### src/hdl/imuldiv_ctrl_pkg.sv
package imuldiv_ctrl_pkg;

  // multiplier fsm states.
  typedef enum logic [1:0] {
    st_idle = 2'd0,
    st_calc = 2'd1,
    st_done = 2'd2
  } ctrl_state_e;

  // source of the operand and result registers.
  typedef enum logic {
    op_load = 1'b0,
    op_next = 1'b1
  } op_sel_e;

  // keep the partial sum or add the shifted multiplicand.
  typedef enum logic {
    add_old  = 1'b0,
    add_next = 1'b1
  } add_sel_e;

  // output correction, magnitude or negated.
  typedef enum logic {
    sign_u = 1'b0,
    sign_s = 1'b1
  } sign_sel_e;

endpackage

### src/hdl/imuldiv_params_pkg.sv
package imuldiv_params_pkg;

  // default operand width.
  localparam int unsigned xlen = 32;

  // shift amount wide enough for any bit position in an operand.
  localparam int unsigned shamt_w = $clog2(xlen);

  // full signed product.
  localparam int unsigned prod_w = 2 * xlen;

endpackage

### src/hdl/imuldiv_int_mul_variable.sv
module imuldiv_int_mul_variable #(
  parameter int XLEN = imuldiv_params_pkg::xlen,
  localparam int SHAMT_W = $clog2(XLEN)
) (
  input  logic                clk,
  input  logic                rst_n,
  input  logic                start,
  input  logic [XLEN-1:0]     a,
  input  logic [XLEN-1:0]     b,
  output logic                busy,
  output logic                done,
  output logic [2*XLEN-1:0]   result
);

  logic                        sign_en;
  logic                        result_en;
  logic                        sign;
  logic [XLEN-1:0]             b_data;
  logic [SHAMT_W-1:0]          op_shamt;
  imuldiv_ctrl_pkg::op_sel_e   a_mux_sel;
  imuldiv_ctrl_pkg::op_sel_e   b_mux_sel;
  imuldiv_ctrl_pkg::op_sel_e   result_mux_sel;
  imuldiv_ctrl_pkg::add_sel_e  add_mux_sel;
  imuldiv_ctrl_pkg::sign_sel_e sign_mux_sel;

  imuldiv_int_mul_variable_ctrl #(
    .XLEN(XLEN)
  ) ctrl (
    .clk            (clk),
    .rst_n          (rst_n),
    .start          (start),
    .b_data         (b_data),
    .sign           (sign),
    .busy           (busy),
    .done           (done),
    .sign_en        (sign_en),
    .result_en      (result_en),
    .a_mux_sel      (a_mux_sel),
    .b_mux_sel      (b_mux_sel),
    .result_mux_sel (result_mux_sel),
    .add_mux_sel    (add_mux_sel),
    .sign_mux_sel   (sign_mux_sel)
  );

  imuldiv_zero_skip #(
    .XLEN(XLEN)
  ) zero_skip (
    .b_data   (b_data),
    .op_shamt (op_shamt)
  );

  imuldiv_int_mul_variable_dpath #(
    .XLEN(XLEN)
  ) dpath (
    .clk                (clk),
    .rst_n              (rst_n),
    .mulreq_msg_a       (a),
    .mulreq_msg_b       (b),
    .sign_en            (sign_en),
    .result_en          (result_en),
    .a_mux_sel          (a_mux_sel),
    .b_mux_sel          (b_mux_sel),
    .op_shamt           (op_shamt),
    .result_mux_sel     (result_mux_sel),
    .add_mux_sel        (add_mux_sel),
    .sign_mux_sel       (sign_mux_sel),
    .mulresp_msg_result (result),
    .sign               (sign),
    .b_data             (b_data)
  );

endmodule

### src/hdl/imuldiv_int_mul_variable_ctrl.sv
module imuldiv_int_mul_variable_ctrl #(
  parameter int XLEN = imuldiv_params_pkg::xlen
) (
  input  logic                          clk,
  input  logic                          rst_n,
  input  logic                          start,
  input  logic [XLEN-1:0]               b_data,
  input  logic                          sign,
  output logic                          busy,
  output logic                          done,
  output logic                          sign_en,
  output logic                          result_en,
  output imuldiv_ctrl_pkg::op_sel_e     a_mux_sel,
  output imuldiv_ctrl_pkg::op_sel_e     b_mux_sel,
  output imuldiv_ctrl_pkg::op_sel_e     result_mux_sel,
  output imuldiv_ctrl_pkg::add_sel_e    add_mux_sel,
  output imuldiv_ctrl_pkg::sign_sel_e   sign_mux_sel
);

  imuldiv_ctrl_pkg::ctrl_state_e state;
  imuldiv_ctrl_pkg::ctrl_state_e state_next;
  logic                          b_empty;

  // remaining multiplier exhausted.
  assign b_empty = (b_data == '0);

  always_ff @(posedge clk or negedge rst_n) begin
    if (!rst_n) begin
      state <= imuldiv_ctrl_pkg::st_idle;
    end else begin
      state <= state_next;
    end
  end

  always_comb begin
    state_next = state;
    case (state)
      imuldiv_ctrl_pkg::st_idle: begin
        if (start) begin
          state_next = imuldiv_ctrl_pkg::st_calc;
        end
      end
      imuldiv_ctrl_pkg::st_calc: begin
        if (b_empty) begin
          state_next = imuldiv_ctrl_pkg::st_done;
        end
      end
      imuldiv_ctrl_pkg::st_done: begin
        state_next = imuldiv_ctrl_pkg::st_idle;
      end
      default: begin
        state_next = imuldiv_ctrl_pkg::st_idle;
      end
    endcase
  end

  // datapath controls.
  always_comb begin
    sign_en        = 1'b0;
    result_en      = 1'b0;
    a_mux_sel      = imuldiv_ctrl_pkg::op_next;
    b_mux_sel      = imuldiv_ctrl_pkg::op_next;
    result_mux_sel = imuldiv_ctrl_pkg::op_next;
    add_mux_sel    = imuldiv_ctrl_pkg::add_old;
    case (state)
      imuldiv_ctrl_pkg::st_idle: begin
        if (start) begin
          sign_en        = 1'b1;
          result_en      = 1'b1;
          a_mux_sel      = imuldiv_ctrl_pkg::op_load;
          b_mux_sel      = imuldiv_ctrl_pkg::op_load;
          result_mux_sel = imuldiv_ctrl_pkg::op_load;
        end
      end
      imuldiv_ctrl_pkg::st_calc: begin
        result_en = 1'b1;
        if (b_data[0]) begin
          add_mux_sel = imuldiv_ctrl_pkg::add_next;
        end
      end
      default: begin
      end
    endcase
  end

  // keep the corrected product visible outside the loop.
  assign sign_mux_sel = (sign && state != imuldiv_ctrl_pkg::st_calc) ?
                        imuldiv_ctrl_pkg::sign_s : imuldiv_ctrl_pkg::sign_u;

  assign busy = (state != imuldiv_ctrl_pkg::st_idle);
  assign done = (state == imuldiv_ctrl_pkg::st_done);

endmodule

### src/hdl/imuldiv_int_mul_variable_dpath.sv
module imuldiv_int_mul_variable_dpath #(
  parameter int XLEN = imuldiv_params_pkg::xlen,
  localparam int SHAMT_W = $clog2(XLEN),
  localparam int PW = 2 * XLEN
) (
  input  logic                          clk,
  input  logic                          rst_n,
  input  logic [XLEN-1:0]               mulreq_msg_a,
  input  logic [XLEN-1:0]               mulreq_msg_b,
  input  logic                          sign_en,
  input  logic                          result_en,
  input  imuldiv_ctrl_pkg::op_sel_e     a_mux_sel,
  input  imuldiv_ctrl_pkg::op_sel_e     b_mux_sel,
  input  logic [SHAMT_W-1:0]            op_shamt,
  input  imuldiv_ctrl_pkg::op_sel_e     result_mux_sel,
  input  imuldiv_ctrl_pkg::add_sel_e    add_mux_sel,
  input  imuldiv_ctrl_pkg::sign_sel_e   sign_mux_sel,
  output logic [PW-1:0]                 mulresp_msg_result,
  output logic                          sign,
  output logic [XLEN-1:0]               b_data
);

  logic            sign_reg;
  logic            sign_next;
  logic [XLEN-1:0] unsigned_a;
  logic [XLEN-1:0] unsigned_b;
  logic [PW-1:0]   a_reg;
  logic [XLEN-1:0] b_reg;
  logic [PW-1:0]   result_reg;
  logic [PW-1:0]   a_mux_out;
  logic [XLEN-1:0] b_mux_out;
  logic [PW-1:0]   add_out;
  logic [PW-1:0]   add_mux_out;
  logic [PW-1:0]   result_mux_out;

  // product is negative when exactly one operand is.
  assign sign_next = mulreq_msg_a[XLEN-1] ^ mulreq_msg_b[XLEN-1];

  // magnitudes. the most negative value maps onto itself as unsigned.
  assign unsigned_a = mulreq_msg_a[XLEN-1] ? -mulreq_msg_a : mulreq_msg_a;
  assign unsigned_b = mulreq_msg_b[XLEN-1] ? -mulreq_msg_b : mulreq_msg_b;

  // multiplicand moves left, multiplier right, by the same amount.
  assign a_mux_out = (a_mux_sel == imuldiv_ctrl_pkg::op_load) ?
                     {{XLEN{1'b0}}, unsigned_a} : (a_reg << op_shamt);
  assign b_mux_out = (b_mux_sel == imuldiv_ctrl_pkg::op_load) ?
                     unsigned_b : (b_reg >> op_shamt);

  assign add_out = result_reg + a_reg;

  assign add_mux_out = (add_mux_sel == imuldiv_ctrl_pkg::add_next) ? add_out : result_reg;

  assign result_mux_out = (result_mux_sel == imuldiv_ctrl_pkg::op_load) ?
                          '0 : add_mux_out;

  always_ff @(posedge clk or negedge rst_n) begin
    if (!rst_n) begin
      sign_reg   <= 1'b0;
      a_reg      <= '0;
      b_reg      <= '0;
      result_reg <= '0;
    end else begin
      if (sign_en) begin
        sign_reg <= sign_next;
      end
      if (result_en) begin
        result_reg <= result_mux_out;
      end
      a_reg <= a_mux_out;
      b_reg <= b_mux_out;
    end
  end

  assign sign   = sign_reg;
  assign b_data = b_reg;

  // sign correction on the way out.
  assign mulresp_msg_result = (sign_mux_sel == imuldiv_ctrl_pkg::sign_s) ?
                              -result_reg : result_reg;

endmodule

### src/hdl/imuldiv_zero_skip.sv
module imuldiv_zero_skip #(
  parameter int XLEN = imuldiv_params_pkg::xlen,
  localparam int SHAMT_W = $clog2(XLEN)
) (
  input  logic [XLEN-1:0]    b_data,
  output logic [SHAMT_W-1:0] op_shamt
);

  // bit 0 is the one being consumed this cycle, so the search
  // starts one above it.
  always_comb begin
    // nothing left above bit 0, so drain the register in one go.
    op_shamt = SHAMT_W'(XLEN - 1);
    // scan downward so the lowest set bit is the last one written.
    for (int i = XLEN - 1; i >= 1; i--) begin
      if (b_data[i]) begin
        op_shamt = SHAMT_W'(i);
      end
    end
  end

endmodule

### config.mk
export PLATFORM = sky130hd
export DESIGN_NAME = imuldiv_int_mul_variable
export DESIGN_NICKNAME = d
export VERILOG_FILES = /design/src/hdl/imuldiv_ctrl_pkg.sv /design/src/hdl/imuldiv_params_pkg.sv /design/src/hdl/imuldiv_int_mul_variable.sv /design/src/hdl/imuldiv_int_mul_variable_ctrl.sv /design/src/hdl/imuldiv_int_mul_variable_dpath.sv /design/src/hdl/imuldiv_zero_skip.sv
export SDC_FILE = /design/constraint.sdc
export NUM_CORES = 1
export LEC_CHECK = 0
export BUFFER_PORTS_ARGS = -buffer_cell sky130_fd_sc_hd__buf_2
export CORE_MARGIN = 8
export CORE_UTILIZATION = 63
export CTS_CLUSTER_SIZE = 30
export DETAILED_ROUTE_END_ITERATION = 8
export PLACE_DENSITY = 0.83
export SLEW_MARGIN = 15
export SYNTH_ARGS = -nofsm -noshare
export SYNTH_HDL_FRONTEND = slang
export SYNTH_SLANG_ARGS = --single-unit
### constraint.sdc
create_clock -name clk -period 4.2 [get_ports clk]
set_input_delay 0.42 -clock clk [delete_from_list [all_inputs] [get_ports clk]]
set_output_delay 0.42 -clock clk [all_outputs]
set_load 0.005 [all_outputs]
**Word-level counts from Yosys, hierarchy flattened**

Cells that the tools add are included.

- Add/subtract/negate cells: 4
- Equal/unequal tests: 6
- Shifts and indexed selects: 2
- Muxes and demuxes: 48
- Bitwise logic cells: 1
- Reduce and logical (&&, ||, !) cells: 6

Operators with widths:

| cell | count |
|---|---|
| 64-bit 2-to-1 mux | 4 |
| 32-bit 2-to-1 mux | 3 |
| 5-bit 2-to-1 mux | 15 |
| 64-bit adder | 1 |
| 32-bit negator | 2 |
| 64-bit negator | 1 |
| 64-bit by 5-bit left shift with 64-bit output | 1 |
| 32-bit zero test | 1 |
| 4-bit 2-to-1 mux | 8 |
| 32-bit by 5-bit right shift with 32-bit output | 1 |
| 3-bit 2-to-1 mux | 4 |
| 1-bit 2-to-1 mux | 8 |
| 2-bit 2-to-1 mux | 4 |
| 2-bit by 1-bit inequality test with 1-bit output (second input constant) | 2 |
| 2-bit inequality test (second input constant) | 2 |
| 2-bit one-hot mux with 2 select lines | 1 |
| 2-bit AND reduction | 2 |
| 2-bit by 1-bit == test with 1-bit output (second input constant) | 1 |
| 2-bit == test (second input constant) | 1 |
| 2-bit zero test | 1 |
| 1-bit one-hot mux with 2 select lines | 1 |
| 2-bit nonzero test | 1 |
| 1-bit logical AND | 1 |
| 1-bit bitwise XOR | 1 |

- Register bits: 163
- Input bits: 67
- Output and inout bits: 66
- Word-level logic and storage cells: 72

**Depth between registers and ports, before layout**

Gate-level depths: netlist (run 1).

- Depth in word-level cells: 32
- Mapped depth: 14
- Mapped depth without buffers: 13

**Cells and area by module**

A second synthesis (run 1) with hierarchy kept.

- Cell total of the unflattened synthesis: 2081
- Area total of the unflattened synthesis: 17076.4 µm²

By module, submodules not included:

| module | instances | cells an instance | area an instance (µm²) | seq. area each (µm²) |
|---|---|---|---|---|
| imuldiv_int_mul_variable_dpath | 1 | 1998 | 16528.4 | 4028.9 |
| imuldiv_zero_skip | 1 | 56 | 325.3 | 0.0 |
| imuldiv_int_mul_variable_ctrl | 1 | 27 | 222.7 | 50.0 |

**Least setup slack after synthesis (run 1)**

No wires, ideal clock.

- Path kind: reg2reg
- From: register dpath.result_reg[39]
- To: register dpath.result_reg[56]
- Library setup time: 0.068 ns
- Arrival: 3.069 ns
- Required time: 4.132 ns
- Slack: 1.062 ns
- Stages on the path, launching flop included: 11
- Buffers on the path: 0
- Clock period less this slack: 3.138 ns
- Cells stage by stage: dfrtp_1 > ha_1 > and3_4 > nand2_2 > or4b_1 > or4_1 > o21a_2 > o21ai_4 > a31oi_4 > or4_1 > nand3_1

- Longest elaborated chain between the ends: 3

RTL lines:

| element | RTL line | text |
|---|---|---|
| from (decl) | imuldiv_int_mul_variable_dpath.sv:29 | `logic [PW-1:0] result_reg;` |
| from (signal assigned) | imuldiv_int_mul_variable_dpath.sv:67 | `result_reg <= result_mux_out;` |
| 64-bit adder | imuldiv_int_mul_variable_dpath.sv:49 | `assign add_out = result_reg + a_reg;` |
| 64-bit 2-to-1 mux | imuldiv_int_mul_variable_dpath.sv:51 | `assign add_mux_out = (add_mux_sel == imuldiv_ctrl_pkg::add_next) ? add_out : result_reg;` |
| 64-bit 2-to-1 mux | imuldiv_int_mul_variable_dpath.sv:53 | `assign result_mux_out = (result_mux_sel == imuldiv_ctrl_pkg::op_load) ?` |

No other way between the ends. The select of a mux whose other input is x is not followed.
A chain may end at the register's enable or synchronous reset.

**Worst setup path after layout (run 1)**

- From: register dpath.a_reg[0]
- To: register dpath.result_reg[56]

- Longest elaborated chain between the ends: 3

RTL lines:

| element | RTL line | text |
|---|---|---|
| from (decl) | imuldiv_int_mul_variable_dpath.sv:27 | `logic [PW-1:0] a_reg;` |
| from (signal assigned) | imuldiv_int_mul_variable_dpath.sv:69 | `a_reg <= a_mux_out;` |
| 64-bit adder | imuldiv_int_mul_variable_dpath.sv:49 |  |
| 64-bit 2-to-1 mux | imuldiv_int_mul_variable_dpath.sv:51 |  |
| 64-bit 2-to-1 mux | imuldiv_int_mul_variable_dpath.sv:53 |  |

No other way between the ends. The select of a mux whose other input is x is not followed.

==> results of run 1 <==
==> final cells by class <==
class	count	share of cell area (%)
flip-flops and latches	163	21.8
repair buffers	203	6.88
inverters	39	0.782
multi-input cells	1761	65.0
clock inverters	14	0.909
well taps	341	2.28
clock buffers	18	2.35
==> cells by family after synthesis <==
group,share of synthesized area [%]
xor+xnor,9.08
simple gates,16.7
flops,24.2
mux,14.1
buf+inv,4.25
fa+ha+maj,5.01
compound gates,26.7
==> synth_stat cells (all sizes together), types with 37 or more instances <==
cell,count,area (sq um)
nand2,240,903
mux2i,188,1880
o21ai,165,837
dfrtp,163,4080
nor2,141,532
a21oi,135,676
xor2,88,771
xnor2,87,762
clkbuf,79,297
ha,66,826
buf,54,275
nand3,51,255
o22ai,48,300
a21o,39,295
inv,39,146
mux2,39,439
o31ai,39,293
nor3,37,185
==> cells in the final DEF (no fill, tap or decap), drive strengths merged, types with 45 or more instances in the layout <==
cell	Yosys	routed
mux2i	188	188
dfrtp	163	163
a21oi	135	135
o22ai	48	48
xor2	88	88
o21ai	165	165
xnor2	87	87
nand3	51	51
nor2	141	141
nand2	240	240
buf	54	203
ha	66	66
inv	39	45
==> worst max-delay path, stage by stage (launching register included) <==
cell	delay, ps
dfrtp_1	560
ha_1	270
inv_1	60
fa_1	370
nor2b_1	250
o31a_1	240
o21ai_0	150
a21oi_1	520
nor4b_1	190
o21a_2	330
o21ai_4	260
a31oi_4	130
or4_1	520
nand3_1	90
==> what timing repair did <==
| item | in CTS | in global routing |
|---|---|---|
| endpoints found under the hold margin | 0 | 0 |
| buffers inserted | 0 | 0 |
| resized for setup | 0 | 7 |
| endpoints found under the setup margin | 0 | 15 |
| hold buffers | 0 | 0 |
==> metrics by stage <==
step	utilization, %	hold slack [ps]	setup TNS [ps]
6_report	70.3	40.8	0
5_1_grt	70.3	132	-142
4_1_cts	70.1	104	0
3_5_place_dp	67.9	539	0
3_3_place_gp	67.9	525	0
2_1_floorplan	-	124	0
==> worst max-delay path by stage <==
stage / startpoint / to / slack, ps / cells past startpoint
global route: dpath.result_reg[2] / result[54] / -100 / 11
detailed placement: dpath.a_reg[0] / dpath.result_reg[56] / 400 / 13
finish: dpath.a_reg[0] / dpath.result_reg[56] / 210 / 13
global placement: dpath.a_reg[0] / dpath.result_reg[56] / 520 / 13
CTS: dpath.result_reg[10] / result[50] / 20 / 10
floorplan: dpath.result_reg[39] / dpath.result_reg[56] / 1060 / 10
==> per-layer routing <==
layer | routed length [um] | share of wire, % | vias up
li1 | - | - | 8045
met1 | 24600 | 41 | 8304
met2 | 26600 | 44 | 1152
met3 | 6030 | 10 | 227
met4 | 2820 | 4.7 | 2
met5 | 13 | 0.022 | -
==> impl_metrics.yaml, run 1 <==
run_status:
  status: "finished, final reports clean"
min_path:
  hp-class: "input port to async pin"
logic_synthesis:
  avgSynthCellArea_sq_um: 8.06
  synth-seq-cells: 163
  synthFlopType: "dfrtp_1"
  ys_async_sr_fraction_pct: 100
  synth_area_sq_mm: 0.0169
  ys_types: 83
  synth_edf_count: 0
  yosys_warnings: 0
  syn_nets: 2230
  seq_area_frac_synth_pct: 24.2
  syn-instance-count: 2096
timing:
  fmax_mhz: 250
  slew_violations: 0
  finClkSkew_ps: 13.3
  fin_ws_ps: 207
  finalHoldViolations: 0
  finalCriticalPeriod_ps: 3990
  period_share_pct: 95.1
  setup_violations: 0
  slew_headroom_pct: 26.1
  tightestPinTransition_ps: 1110
route:
  antenna_left: 0
  via_per_inst: 6.98
  drt-total-wl_um: 60100
  num_vias: 17700
  drtIter0Drc: 2195
  firstDrtPassIters: 8
  wire_per_inst_um: 23.7
  drc: 0
floorplanning:
  coreArea_sq_mm: 0.0267
  initial_core_util_pct: 63.4
  ios: 133
  fp.dieH_um: 180
  die_area_sq_mm: 0.0323
  rows: 60
  die_width_um: 180
layout:
  final_cell_area_sq_mm: 0.0187
  drive_gt1_share_pct: 14.6
  n_antenna_cell: 0
  ff_latch_area_sq_mm: 0.00408
  fill_cells: 2213
  multi_input_area_sq_mm: 0.0122
  synthToLayoutAreaGrowth_pct: 10.9
  stdcell_count: 2539
  nNetsFinal: 2319
  largest_reg_flops: 64
cts:
  clkLatencyLatePin_ps: 450
  ctsRootBufferMaster: "clkbuf_16"
  clk_pin_slew_ps: 80
  cts_tree: "built"
  cts.sinks: 163
  cts_buffers: 17
  h-tree-depth: 4
  cts_max_path_buffers: 2
grt:
  grt_pass1_wl_um: 94700
  met3_usage_pct: 8.10
  grt_use_met1_pct: 47.2
  grt_max_degree: 95
  grt.busiest_layer: "met2"
  grtUsageTotal_pct: 36.0
  overflow: 0
  antenna_found_initial: 2
  grt_use_met2_pct: 55.9
  grt_pass1_vias: 17000
place:
  gp_congestion: 1.03
  numPlacedInstances: 2507
  place_area_sq_mm: 0.0181
  port_buffers: 132
  post-place-ws_ps: 398
  place_hpwl_um: 45100
critical_path:
  start_kind: "register"
  end_kind: "register"
  r2r-start: "dpath.a_reg[0]"
  rr_worst_depth: 13
  arrival_ps: 4380
  r2r-end: "dpath.result_reg[56]"
  cp_max_fo: 9
  rrSetupSlack_ps: 210
  path_class: "register to register"
  required_ps: 4580
run:
  timing.max_cap.violations: 0
Power of run 1 is not shown: default switching activity piles up to over one toggle a cycle in this logic, so the estimate is an artifact.
==> inputs of run 2 (changes only) <==
--- a/config.mk
+++ b/config.mk
@@ -10,8 +10,9 @@
 export CORE_UTILIZATION = 63
 export CTS_CLUSTER_SIZE = 30
 export DETAILED_ROUTE_END_ITERATION = 8
-export PLACE_DENSITY = 0.83
+export PLACE_DENSITY = 0.95
 export SLEW_MARGIN = 15
 export SYNTH_ARGS = -nofsm -noshare
 export SYNTH_HDL_FRONTEND = slang
+export SYNTH_HIERARCHICAL = 1
 export SYNTH_SLANG_ARGS = --single-unit
==> run 2 against run 1 <==
  * Via count decreased by 3.9%
  * Area after synthesis grew 1.1%
  * Register-to-register slack better by 310 ps
  * Non-clock buffer count decreased by 36
  * Routed wire length decreased by 9.8%
  * Critical path type is now register to output port
  * Critical endpoint is now result[55]
  * Largest cell class unchanged
  * Highest routed layer is now met4
==> impl_metrics.yaml, run 2 <==
critical_path:
  crit_family: "simple AND/OR/NAND/NOR gates"
  slowest_stage: "nor3_2"
  end_kind: "output port"
  arrival_ps: 3380
  crit_buf_inv: 2
  cpPeakStageDelay_ps: 480
  required_ps: 3780
  cp_max_fo: 7
  path_class: "register to output port"
  crit_chain: "or3_4 > nor4_2 > nand3_1 > buf_4 > nor3_2 > nand4_4 > o41ai_2 > xnor2_1 > buf_2"
  start_kind: "register"
floorplanning:
  initial_core_util_pct: 63.7
  coreArea_sq_mm: 0.0268
  die_area_sq_mm: 0.0326
  rows: 60
  ios: 133
  die_width_um: 181
  fp.dieH_um: 181
timing:
  setup_violations: 0
  slew_headroom_pct: 32.4
  finalHoldViolations: 0
  fin_ws_ps: 396
  fin_tns_setup_ps: 0
  slew_violations: 0
  tightestPinTransition_ps: 1010
  fmax_mhz: 263
  rsz0062_at_grt: "false"
  period_share_pct: 90.6
  finClkSkew_ps: 17.1
  finalCriticalPeriod_ps: 3800
cts:
  ctsRootBufferMaster: "clkbuf_16"
  clk_pin_slew_ps: 80
  cts_resized: 0
  cts_buffers: 17
  holdBufCountCts: 0
  cts_tree: "built"
  cts.sinks: 163
  post_cts.repair.setup_buffers: 0
  cts_max_path_buffers: 2
  clkLatencyLatePin_ps: 440
  h-tree-depth: 4
layout:
  final_cell_area_sq_mm: 0.0186
  layout_commonest_cell: "nand2_1"
  nNetsFinal: 2268
  stdcell_count: 2488
  synthToLayoutAreaGrowth_pct: 8.74
  layout_common_cells: "345 x nand2_1, 184 x o21ai_0, 163 x dfrtp_1"
  drive_gt1_share_pct: 16.2
  fill_cells: 2183
  n_antenna_cell: 0
route:
  via_per_inst: 6.85
  firstDrtPassIters: 5
  num_vias: 17000
  drt-total-wl_um: 54100
  antenna_left: 0
  drc: 0
  drtIter0Drc: 2162
  wire_per_inst_um: 21.8
logic_synthesis:
  synth_edf_count: 0
  ys_async_sr_fraction_pct: 100
  synth_top_area_share_pct: 23.9
  avgSynthCellArea_sq_um: 8.21
  synth_area_leaders: "dfrtp_1 24%, mux4_2 9.4%, nand2_1 7.6%"
  synth_area_sq_mm: 0.0171
  synth_common_cells: "345 x nand2_1, 184 x o21ai_0, 163 x dfrtp_1, 149 x a21oi_1, 133 x nor2_1"
  ys_types: 88
  synth_top_cell_by_area: "dfrtp_1"
  synth-seq-cells: 163
  syn_nets: 2215
  syn-instance-count: 2081
  seq_area_frac_synth_pct: 23.9
  yosys_warnings: 6
  synthFlopType: "dfrtp_1"
  synth_most_common_cell: "nand2_1"
place:
  numPlacedInstances: 2456
  place_area_sq_mm: 0.0180
  place_hpwl_um: 41300
  gp_congestion: 1.00
  port_buffers: 132
  post-place-ws_ps: 617
run_status:
  status: "finished, final reports clean"
grt:
  grt_pass1_vias: 16200
  grt_pass1_wl_um: 86800
  antenna_found_initial: 0
  overflow: 0
  grt_max_degree: 110
  grtUsageTotal_pct: 32.4
min_path:
  hp-class: "input port to async pin"
run:
  timing.max_cap.violations: 0
==> run 2: cell types whose count changed after synthesis, moves of 12 or more <==
cell	previous run	this run
nand3_1	51	20
a22oi_1	17	0
a21oi_1	135	149
xor2_1	88	56
buf_2	43	21
nand2_1	239	345
mux2i_1	188	94
o21ai_0	163	184
xnor2_1	87	123
o211ai_1	22	10
mux2_2	39	18
and2_1	9	27
mux4_2	3	71
buf_1	6	19
==> run 2: cell families (layout without fill, tap and decap cells) <==
family	count (synthesis)	in the layout	share of synthesized area, %
AO/OA/AOI/OAI	591	591	21.6
XOR/XNOR	179	179	9.18
adder cells (fa/ha/maj)	67	67	4.95
buffers and inverters	169	235	3.96
flip-flops	163	163	23.9
multiplexers	183	183	16.1
AND/OR/NAND/NOR	729	729	20.3
==> run 2: layout make-up <==
class / instances / area, sq um / share of cell area, %
Multi-Input combinational cell: 1749 / 12400 / 66.7
Sequential cell: 163 / 4080 / 22.0
Clock inverter: 12 / 93.8 / 0.505
Tap cell: 341 / 427 / 2.30
Inverter: 36 / 136 / 0.734
Timing Repair Buffer: 167 / 980 / 5.28
Clock buffer: 20 / 467 / 2.51
==> run 2: worst paths after layout <==
check	end	depth (start not counted)	slack, ps	from
hold / removal	dpath/result_reg[34]	1	90	rst_n
max in group asynchronous	dpath/b_data[1]	2	3170	rst_n
setup / recovery	result[55]	9	400	dpath/result_reg[5]
setup reg to reg	dpath/result_reg[60]	14	520	dpath/result_reg[0]
min in group clk	dpath/a_reg[0]	3	290	a[0]
hold reg to reg	ctrl/state[1]	1	520	ctrl/state[1]
==> run 2: per-stage QoR <==
| stage | util (%) | hold slack (ps) |
|---|---|---|
| after floorplan | - | 124 |
| after global placement | 67.2 | 513 |
| after detailed placement | 67.2 | 513 |
| after CTS | 69.3 | 135 |
| after global routing | 69.3 | 187 |
| final | 69.3 | 86.9 |
==> run 2: per-layer routing <==
metal	vias to the layer above	GRT usage [%]	part of all wire, %
li1	7754	-	-
met1	8127	43.7	41
met2	1027	52.4	47
met3	132	5.58	9.5
met4	0	10.3	2.8
met5	-	0	0
Power of run 2 is left out for the same reason.
